[config.mk]
export PLATFORM = sky130hd
export DESIGN_NAME = sys_ctrl_top
export DESIGN_NICKNAME = d
export VERILOG_FILES = /design/src/source/sysctl_pkg.sv /design/src/source/io_bus_ctrl.sv /design/src/source/dma_page_regs.sv /design/src/source/nmi_ctrl.sv /design/src/source/speaker_timer.sv /design/src/source/sys_ctrl_top.sv
export SDC_FILE = /design/constraint.sdc
export NUM_CORES = 1
export LEC_CHECK = 0
export BUFFER_PORTS_ARGS = -buffer_cell sky130_fd_sc_hd__buf_2
export CORE_MARGIN = 2
export CORE_UTILIZATION = 40
export CTS_CLUSTER_SIZE = 28
export DETAILED_ROUTE_END_ITERATION = 8
export GPL_ROUTABILITY_DRIVEN = 0
export PLACE_DENSITY = 0.69
export SKIP_LAST_GASP = 1
export SLEW_MARGIN = 30
export SYNTH_ARGS = -nofsm -noshare
export SYNTH_HDL_FRONTEND = slang
export SYNTH_SLANG_ARGS = --single-unit
[constraint.sdc]
create_clock -name clk -period 2.75 [get_ports clk]
set_input_delay 0.55 -clock clk [delete_from_list [all_inputs] [get_ports clk]]
set_output_delay 0.55 -clock clk [all_outputs]
set_load 0.02 [all_outputs]
[src/source/sysctl_pkg.sv]
// shared definitions for the system control block
// holds the widths, the fixed i/o port map and the decode and timer enums
// plus the bit map of port b and port c
package sysctl_pkg;

   // widths
   localparam int IO_ADDR_W = 10;  // isa i/o space
   localparam int DATA_W    = 8;
   localparam int PAGE_W    = 4;   // upper dma address bits a19..a16
   localparam int DMA_CH_W  = 2;

   // fixed system ports
   localparam logic [IO_ADDR_W-1:0] PORT_TIMER2_ADDR     = 10'h042;
   localparam logic [IO_ADDR_W-1:0] PORT_TIMER_CTRL_ADDR = 10'h043;
   localparam logic [IO_ADDR_W-1:0] PORT_B_ADDR          = 10'h061;
   localparam logic [IO_ADDR_W-1:0] PORT_C_ADDR          = 10'h062;
   localparam logic [IO_ADDR_W-1:0] PORT_NMI_ADDR        = 10'h0A0;
   localparam logic [IO_ADDR_W-1:0] PAGE_BASE_ADDR       = 10'h080; // four ports 080..083

   // decoded target of a bus access
   typedef enum logic [2:0] {
      PORT_NONE,
      PORT_TIMER2,
      PORT_TIMER_CTRL,
      PORT_B,
      PORT_C,
      PORT_NMI_MASK,
      PORT_DMA_PAGE
   } io_port_e;

   // which divisor byte the next timer 2 write loads
   typedef enum logic {
      BYTE_LSB,
      BYTE_MSB
   } byte_ptr_e;

   // port b control bits
   localparam int PB_TIMER2_GATE = 0;
   localparam int PB_SPKR_DATA   = 1;
   localparam int PB_PARITY_DIS  = 4; // 1 clears and holds off the parity latch
   localparam int PB_IOCHK_DIS   = 5;

   // port c status bits
   localparam int PC_TIMER2_OUT  = 5;
   localparam int PC_IOCHK       = 6;
   localparam int PC_PARITY      = 7;

   // data bit of a write to the nmi mask port
   localparam int NMI_EN_BIT     = 7;

endpackage

[src/source/io_bus_ctrl.sv]
// apb slave front end of the system control block
// decodes the i/o address into a port select and owns the port b register
// writes go out to the other blocks as a one cycle strobe with port and data
// reads return port b or the port c status and 0 for write-only ports
module io_bus_ctrl (
   input  logic                            clk,
   input  logic                            reset_n,
   input  logic                            psel_i,
   input  logic                            penable_i,
   input  logic                            pwrite_i,
   input  logic [sysctl_pkg::IO_ADDR_W-1:0] paddr_i,
   input  logic [sysctl_pkg::DATA_W-1:0]    pwdata_i,
   input  logic                            parity_chk_i,
   input  logic                            io_chk_i,
   input  logic                            timer2_out_i,
   output logic [sysctl_pkg::DATA_W-1:0]    prdata_o,
   output logic                            pready_o,
   output logic                            pslverr_o,
   output logic                            wr_stb_o,
   output sysctl_pkg::io_port_e            wr_port_o,
   output logic [1:0]                      wr_addr_lo_o,
   output logic [sysctl_pkg::DATA_W-1:0]    wr_data_o,
   output logic                            timer2_gate_o,
   output logic                            spkr_data_o,
   output logic                            parity_dis_o,
   output logic                            iochk_dis_o
);
   import sysctl_pkg::*;

   io_port_e          port_sel;
   logic              access;      // second cycle of a transfer
   logic              wr_stb;
   logic [DATA_W-1:0] port_b_q;
   logic [DATA_W-1:0] port_c;
   logic [DATA_W-1:0] rd_data;

   // fixed port decode
   always_comb begin
      if (paddr_i == PORT_TIMER2_ADDR) begin
         port_sel = PORT_TIMER2;
      end else if (paddr_i == PORT_TIMER_CTRL_ADDR) begin
         port_sel = PORT_TIMER_CTRL;
      end else if (paddr_i == PORT_B_ADDR) begin
         port_sel = PORT_B;
      end else if (paddr_i == PORT_C_ADDR) begin
         port_sel = PORT_C;
      end else if (paddr_i == PORT_NMI_ADDR) begin
         port_sel = PORT_NMI_MASK;
      end else if (paddr_i[IO_ADDR_W-1:2] == PAGE_BASE_ADDR[IO_ADDR_W-1:2]) begin
         port_sel = PORT_DMA_PAGE; // low two bits pick the page register
      end else begin
         port_sel = PORT_NONE;
      end
   end

   assign access = psel_i & penable_i;
   assign wr_stb = access & pwrite_i;

   // zero wait states
   assign pready_o  = access;
   assign pslverr_o = access & (port_sel == PORT_NONE);

   // port b register
   always_ff @(posedge clk) begin
      if (!reset_n) begin
         port_b_q <= '0;
      end else if (wr_stb && port_sel == PORT_B) begin
         port_b_q <= pwdata_i;
      end
   end

   assign timer2_gate_o = port_b_q[PB_TIMER2_GATE];
   assign spkr_data_o   = port_b_q[PB_SPKR_DATA];
   assign parity_dis_o  = port_b_q[PB_PARITY_DIS];
   assign iochk_dis_o   = port_b_q[PB_IOCHK_DIS];

   // port c status
   always_comb begin
      port_c                = '0;  // low bits unused here
      port_c[PC_TIMER2_OUT] = timer2_out_i;
      port_c[PC_IOCHK]      = io_chk_i;
      port_c[PC_PARITY]     = parity_chk_i;
   end

   // read mux
   always_comb begin
      case (port_sel)
         PORT_B:  rd_data = port_b_q;
         PORT_C:  rd_data = port_c;
         default: rd_data = '0;  // write-only or unmapped
      endcase
   end

   assign prdata_o = rd_data;

   // write side to the other blocks
   assign wr_stb_o     = wr_stb;
   assign wr_port_o    = port_sel;
   assign wr_addr_lo_o = paddr_i[1:0];
   assign wr_data_o    = pwdata_i;

   // enable only ever inside a selected transfer
   a_penable_psel: assert property (@(posedge clk) disable iff (!reset_n)
      penable_i |-> psel_i);

endmodule

[src/source/dma_page_regs.sv]
// dma page register file in the style of the four-word ls670
// the cpu writes a page per channel through ports 080..083
// the active dma channel picks the page driven on the upper address bits
module dma_page_regs (
   input  logic                           clk,
   input  logic                           reset_n,
   input  logic                           wr_en_i,
   input  logic [sysctl_pkg::DMA_CH_W-1:0] wr_idx_i,
   input  logic [sysctl_pkg::PAGE_W-1:0]   wr_data_i,
   input  logic [sysctl_pkg::DMA_CH_W-1:0] dma_chan_i,
   output logic [sysctl_pkg::PAGE_W-1:0]   dma_page_o
);
   import sysctl_pkg::*;

   localparam int NUM_PAGES = 2 ** DMA_CH_W;

   logic [PAGE_W-1:0] page_q [NUM_PAGES];

   // one register per channel
   always_ff @(posedge clk) begin
      if (!reset_n) begin
         for (int i = 0; i < NUM_PAGES; i++) begin
            page_q[i] <= '0;
         end
      end else if (wr_en_i) begin
         page_q[wr_idx_i] <= wr_data_i;
      end
   end

   // read port is purely combinational like the ls670
   assign dma_page_o = page_q[dma_chan_i];

endmodule

[src/source/nmi_ctrl.sv]
// nmi generation for the system board
// keeps the nmi mask written at port 0a0 and the parity and i/o channel
// check latches which port b bits 4 and 5 enable and clear
module nmi_ctrl (
   input  logic                         clk,
   input  logic                         reset_n,
   input  logic                         wr_stb_i,
   input  sysctl_pkg::io_port_e         wr_port_i,
   input  logic [sysctl_pkg::DATA_W-1:0] wr_data_i,
   input  logic                         parity_err_i,
   input  logic                         io_ch_ck_i,
   input  logic                         parity_dis_i,
   input  logic                         iochk_dis_i,
   output logic                         parity_chk_o,
   output logic                         io_chk_o,
   output logic                         nmi_o
);
   import sysctl_pkg::*;

   logic nmi_mask_q;
   logic parity_chk_q;
   logic io_chk_q;

   // nmi mask from data bit 7
   always_ff @(posedge clk) begin
      if (!reset_n) begin
         nmi_mask_q <= 1'b0;
      end else if (wr_stb_i && wr_port_i == PORT_NMI_MASK) begin
         nmi_mask_q <= wr_data_i[NMI_EN_BIT];
      end
   end

   // check latches stay set until their disable bit is written
   always_ff @(posedge clk) begin
      if (!reset_n) begin
         parity_chk_q <= 1'b0;
         io_chk_q     <= 1'b0;
      end else begin
         if (parity_dis_i) begin
            parity_chk_q <= 1'b0;
         end else if (parity_err_i) begin
            parity_chk_q <= 1'b1;
         end
         if (iochk_dis_i) begin
            io_chk_q <= 1'b0;
         end else if (io_ch_ck_i) begin
            io_chk_q <= 1'b1;
         end
      end
   end

   assign parity_chk_o = parity_chk_q;
   assign io_chk_o     = io_chk_q;
   assign nmi_o        = nmi_mask_q & (parity_chk_q | io_chk_q);

   // a latch may only come up while port b leaves it enabled
   a_parity_dis: assert property (@(posedge clk) disable iff (!reset_n)
      $rose(parity_chk_q) |-> !$past(parity_dis_i));
   a_iochk_dis: assert property (@(posedge clk) disable iff (!reset_n)
      $rose(io_chk_q) |-> !$past(iochk_dis_i));

endmodule

[src/source/speaker_timer.sv]
// timer channel 2 of the 8253 reduced to its square wave mode
// the divisor loads low byte then high byte at port 042 and a write to
// port 043 restarts that order
// output is gated by port b bit 0 and anded with port b bit 1 for the speaker
module speaker_timer #(
   parameter int TIMER_PRESCALE = 4  // clk cycles per timer tick
) (
   input  logic                         clk,
   input  logic                         reset_n,
   input  logic                         wr_stb_i,
   input  sysctl_pkg::io_port_e         wr_port_i,
   input  logic [sysctl_pkg::DATA_W-1:0] wr_data_i,
   input  logic                         gate_i,
   input  logic                         spkr_data_i,
   output logic                         timer2_out_o,
   output logic                         spkr_o
);
   import sysctl_pkg::*;

   localparam int PRESC_W = (TIMER_PRESCALE > 1) ? $clog2(TIMER_PRESCALE) : 1;
   localparam logic [PRESC_W-1:0] PRESC_MAX = PRESC_W'(TIMER_PRESCALE - 1);

   logic [PRESC_W-1:0] presc_q;
   logic               tick;
   byte_ptr_e          byte_ptr_q;
   logic [15:0]        divisor_q;
   logic [15:0]        reload;
   logic [15:0]        count_q;
   logic               out_q;
   logic               spkr_q;

   // prescaler held at zero while the gate is off
   always_ff @(posedge clk) begin
      if (!reset_n || !gate_i) begin
         presc_q <= '0;
      end else if (presc_q == PRESC_MAX) begin
         presc_q <= '0;
      end else begin
         presc_q <= presc_q + 1'b1;
      end
   end

   assign tick = gate_i && (presc_q == PRESC_MAX);

   // divisor load
   always_ff @(posedge clk) begin
      if (!reset_n) begin
         byte_ptr_q <= BYTE_LSB;
         divisor_q  <= '0;
      end else if (wr_stb_i && wr_port_i == PORT_TIMER_CTRL) begin
         byte_ptr_q <= BYTE_LSB;
      end else if (wr_stb_i && wr_port_i == PORT_TIMER2) begin
         if (byte_ptr_q == BYTE_LSB) begin
            divisor_q[7:0] <= wr_data_i;
            byte_ptr_q     <= BYTE_MSB;
         end else begin
            divisor_q[15:8] <= wr_data_i;
            byte_ptr_q      <= BYTE_LSB;
         end
      end
   end

   assign reload = {divisor_q[15:1], 1'b0}; // odd bit dropped in mode 3

   // count by two and toggle once per half period
   always_ff @(posedge clk) begin
      if (!reset_n) begin
         count_q <= '0;
         out_q   <= 1'b1;
      end else if (!gate_i) begin
         count_q <= reload;
         out_q   <= 1'b1;
      end else if (tick) begin
         if (count_q <= 16'd2) begin
            count_q <= reload;   // new divisor picked up here
            out_q   <= ~out_q;
         end else begin
            count_q <= count_q - 16'd2;
         end
      end
   end

   always_ff @(posedge clk) begin
      if (!reset_n) begin
         spkr_q <= 1'b0;
      end else begin
         spkr_q <= out_q & spkr_data_i;
      end
   end

   assign timer2_out_o = out_q;
   assign spkr_o       = spkr_q;

   a_presc_range: assert property (@(posedge clk) disable iff (!reset_n)
      int'(presc_q) < TIMER_PRESCALE);

endmodule

[src/source/sys_ctrl_top.sv]
// system control logic of the motherboard behind one apb slave
// joins the bus front end with the page registers, the nmi logic and the
// speaker timer
module sys_ctrl_top #(
   parameter int TIMER_PRESCALE = 4
) (
   input  logic                            clk,
   input  logic                            reset_n,
   input  logic                            psel_i,
   input  logic                            penable_i,
   input  logic                            pwrite_i,
   input  logic [sysctl_pkg::IO_ADDR_W-1:0] paddr_i,
   input  logic [sysctl_pkg::DATA_W-1:0]    pwdata_i,
   output logic [sysctl_pkg::DATA_W-1:0]    prdata_o,
   output logic                            pready_o,
   output logic                            pslverr_o,
   input  logic                            parity_err_i,
   input  logic                            io_ch_ck_i,
   input  logic [sysctl_pkg::DMA_CH_W-1:0]  dma_chan_i,
   output logic                            nmi_o,
   output logic [sysctl_pkg::PAGE_W-1:0]    dma_page_o,
   output logic                            spkr_o
);
   import sysctl_pkg::*;

   logic              wr_stb;
   io_port_e          wr_port;
   logic [1:0]        wr_addr_lo;
   logic [DATA_W-1:0] wr_data;
   logic              timer2_gate;
   logic              spkr_data;
   logic              parity_dis;
   logic              iochk_dis;
   logic              parity_chk;
   logic              io_chk;
   logic              timer2_out;
   logic              page_wr_en;

   io_bus_ctrl u_bus (
      .clk           (clk),
      .reset_n       (reset_n),
      .psel_i        (psel_i),
      .penable_i     (penable_i),
      .pwrite_i      (pwrite_i),
      .paddr_i       (paddr_i),
      .pwdata_i      (pwdata_i),
      .parity_chk_i  (parity_chk),
      .io_chk_i      (io_chk),
      .timer2_out_i  (timer2_out),
      .prdata_o      (prdata_o),
      .pready_o      (pready_o),
      .pslverr_o     (pslverr_o),
      .wr_stb_o      (wr_stb),
      .wr_port_o     (wr_port),
      .wr_addr_lo_o  (wr_addr_lo),
      .wr_data_o     (wr_data),
      .timer2_gate_o (timer2_gate),
      .spkr_data_o   (spkr_data),
      .parity_dis_o  (parity_dis),
      .iochk_dis_o   (iochk_dis)
   );

   assign page_wr_en = wr_stb & (wr_port == PORT_DMA_PAGE);

   dma_page_regs u_page (
      .clk        (clk),
      .reset_n    (reset_n),
      .wr_en_i    (page_wr_en),
      .wr_idx_i   (wr_addr_lo),
      .wr_data_i  (wr_data[PAGE_W-1:0]), // page data on the low nibble
      .dma_chan_i (dma_chan_i),
      .dma_page_o (dma_page_o)
   );

   nmi_ctrl u_nmi (
      .clk          (clk),
      .reset_n      (reset_n),
      .wr_stb_i     (wr_stb),
      .wr_port_i    (wr_port),
      .wr_data_i    (wr_data),
      .parity_err_i (parity_err_i),
      .io_ch_ck_i   (io_ch_ck_i),
      .parity_dis_i (parity_dis),
      .iochk_dis_i  (iochk_dis),
      .parity_chk_o (parity_chk),
      .io_chk_o     (io_chk),
      .nmi_o        (nmi_o)
   );

   speaker_timer #(
      .TIMER_PRESCALE (TIMER_PRESCALE)
   ) u_timer (
      .clk          (clk),
      .reset_n      (reset_n),
      .wr_stb_i     (wr_stb),
      .wr_port_i    (wr_port),
      .wr_data_i    (wr_data),
      .gate_i       (timer2_gate),
      .spkr_data_i  (spkr_data),
      .timer2_out_o (timer2_out),
      .spkr_o       (spkr_o)
   );

endmodule

==> flow_summary.toml <==
[finish]
final_nets = 383
drive_above_1_share = 0.223
fillers = 694
post-route-cell-area_um2 = 3620
finish.utilization = 0.494
area_delta_synth_final_pct = 17.8
final_common_cell = "dfxtp_1"
antennaDiodeCount = 0
final_cell_mix = "dfxtp_1 (47), buf_2 (42), nor2_1 (36), mux2i_1 (25), and2_1 (21)"

[timing]
max_freq_ghz = 0.375
slew_violations = 0
fin_crit_ns = 2.66
timing.final.ws_setup_ns = 0.0853
worst_pin_slew_ns = 0.712
maxSlewHeadroom = 0.524
finalCritPeriodShare = 0.969
finalSetupTns_ns = 0
hold_viol_final = 0
fin_skew_ns = 0.00628
setup_violations = 0

[placement]
io_buffers = 42
post-place-ws_ns = -0.109
post_dp_cell_area_um2 = 3420
dpl.hpwl_um = 5200

[logic_synthesis]
synth_xor_area_frac = 0.0314
synth_compound_area_frac = 0.121
synthMuxAreaShare = 0.111
synth-adder-area-share = 0.00814
ys.flop_type = "dfxtp_1"
avgSynthCellArea_um2 = 10.1
ys.warnings.count = 0
syn-num-nets = 333
syn_inst = 304
yosysTopAreaCell = "dfxtp_1"
synth_area_um2 = 3070
yosysUniqueCellTypes = 53
ys_seq_elements = 63
synth_top_area_share = 0.306
synth_top_family_by_area = "simple AND/OR/NAND/NOR gates"
yosysSeqAreaShare = 0.463
yosys.area_share.simple = 0.234
synth_edf_count = 16
synth_area_leaders = "dfxtp_1 (31%), edfxtp_1 (16%), mux2i_1 (8.1%), nor2_1 (4.4%), and2_1 (4.3%)"
async_reset_ff_frac = 0

[clocking]
cts-root-buf = "clkbuf_8"
tritoncts = "built"
htree_levels = 3
insertion_delay_ns = 0.34
numCtsBuffers = 9
clk_pin_slew_ns = 0.07
cts.sinks = 63
post_cts_buffers = 0
clock_tree.buffer_depth = 2

[grt]
gr-total-overflow = 0
grt_max_degree = 41
antenna_found_initial = 0
grt_pass1_vias = 2412
grt_pass1_wl_um = 11800
grt_use_total = 0.180

[die]
core_um2 = 7330
die_x_um = 91.7
rows = 31
fp.dieH_um = 91.7
start_util = 0.419
io_pins = 43
dieArea_um2 = 8400

[setup_path]
endpoint_kind = "output pin"
critPathKind = "input pin to output pin"
required_ns = 2.20
arrival_ns = 2.11
cp_max_fo = 8
start_kind = "input pin"

[outcome]
status = "completed"

[power]
power.static_leakage_nw = 1.45
ir_drop_mv = 0.382
pwr_density_cell_nw_per_um2 = 513
finalPower_w = 0.00186

[route]
dr.pass1.iters = 5
wirelength_um = 7160
vias = 2509
wire_per_inst_um = 15.6
drtIter0Drc = 129
ant_nets = 0
viasPerCell = 5.48
drc = 0

[job]
cap_violations = 0

[hold_path]
min_path_type = "register to register"
[power by group]
group	switching [W]	leakage, nW	internal, W
Combinational	0.0000697	0.824	0.0000442
Sequential	0.00000531	0.531	0.000962
Clock	0.000360	0.0960	0.000415
[worst paths after layout]
path                                        start                                to  slack, ns  cells after the start
setup reg to reg  u_timer.count_q[3]$_SDFFE_PN0P_  u_timer.count_q[15]$_SDFFE_PN0P_       0.54                      5
hold / removal      u_timer.presc_q[0]$_SDFF_PP0_     u_timer.presc_q[0]$_SDFF_PP0_       0.44                      1
hold reg to reg     u_timer.presc_q[0]$_SDFF_PP0_     u_timer.presc_q[0]$_SDFF_PP0_       0.44                      1
setup / recovery                       paddr_i[9]                       prdata_o[5]       0.09                      7
[Yosys cell counts (2+ instances only)]
cell / count
nand3_1: 10
o2111ai_1: 2
nand2_1: 6
a22o_1: 5
nor2_1: 36
edfxtp_1: 16
nor3b_1: 3
and2_1: 21
dfxtp_1: 47
or3_1: 3
nand4b_1: 2
xor2_1: 8
ha_1: 2
xnor2_1: 3
nor3_1: 8
nor4bb_1: 2
nand2b_1: 3
o21a_1: 3
o21ai_0: 8
o32ai_1: 2
nor2b_1: 2
buf_4: 2
and3_1: 3
a22oi_1: 12
nor4_4: 2
mux4_2: 4
a31oi_1: 3
mux2i_1: 25
nor4_1: 7
o22ai_1: 9
clkbuf_1: 9
a21oi_1: 5
inv_1: 8
or4_1: 4
[registers in the layout, summed over array words and instances (netlist names)]
| name | cells |
|---|---|
| u_bus.port_b_q | 8 |
| u_nmi.io_chk_o | 1 |
| u_nmi.nmi_mask_q | 1 |
| u_nmi.parity_chk_o | 1 |
| u_page.page_q | 16 |
| u_timer.byte_ptr_q | 1 |
| u_timer.count_q | 16 |
| u_timer.divisor_q | 15 |
| u_timer.presc_q | 2 |
| u_timer.spkr_o | 1 |
| u_timer.timer2_out_o | 1 |
[layout make-up]
cell class	count	area (um^2)	area share
multi-input cells	219	1570	0.433
flip-flops and latches	63	1420	0.393
repair buffers	52	285	0.0788
clock buffers	10	128	0.0353
well taps	99	124	0.0342
clock inverters	6	61.3	0.0169
inverters	9	33.8	0.00933
[kinds of logic after synthesis]
family          Yosys count
compound gates           54
xor+xnor                 11
fa+ha+maj                 2
buf+inv                  22
flops                    63
mux                      29
simple gates            123
[what timing repair did]
action	4_1_cts	5_1_grt
hold buffers	0	0
endpoints found under the setup margin	7	3
resized for setup	2	1
[worst max-delay path, stage by stage]
cell and delay [ns]:
buf_2 0.10, or2_1 0.24, or4_4 0.51, nor3_2 0.25, buf_4 0.18, a22o_1 0.12
buf_2 0.16
[routing by layer]
metal	part of all wire	vias up	global-route usage
li1	-	1233	-
met1	0.47	1209	0.227
met2	0.47	61	0.298
met3	0.052	6	0.0534
met4	0.0082	0	0.0505
met5	0	-	0
[stage by stage]
step	instances	hold WS (ns)
2_1_floorplan	304	0.407
3_3_place_gp	442	0.415
3_5_place_dp	442	0.438
4_1_cts	458	0.447
5_1_grt	458	0.460
6_report	458	0.437
No activity file was read; power rests on OpenSTA's default activity.
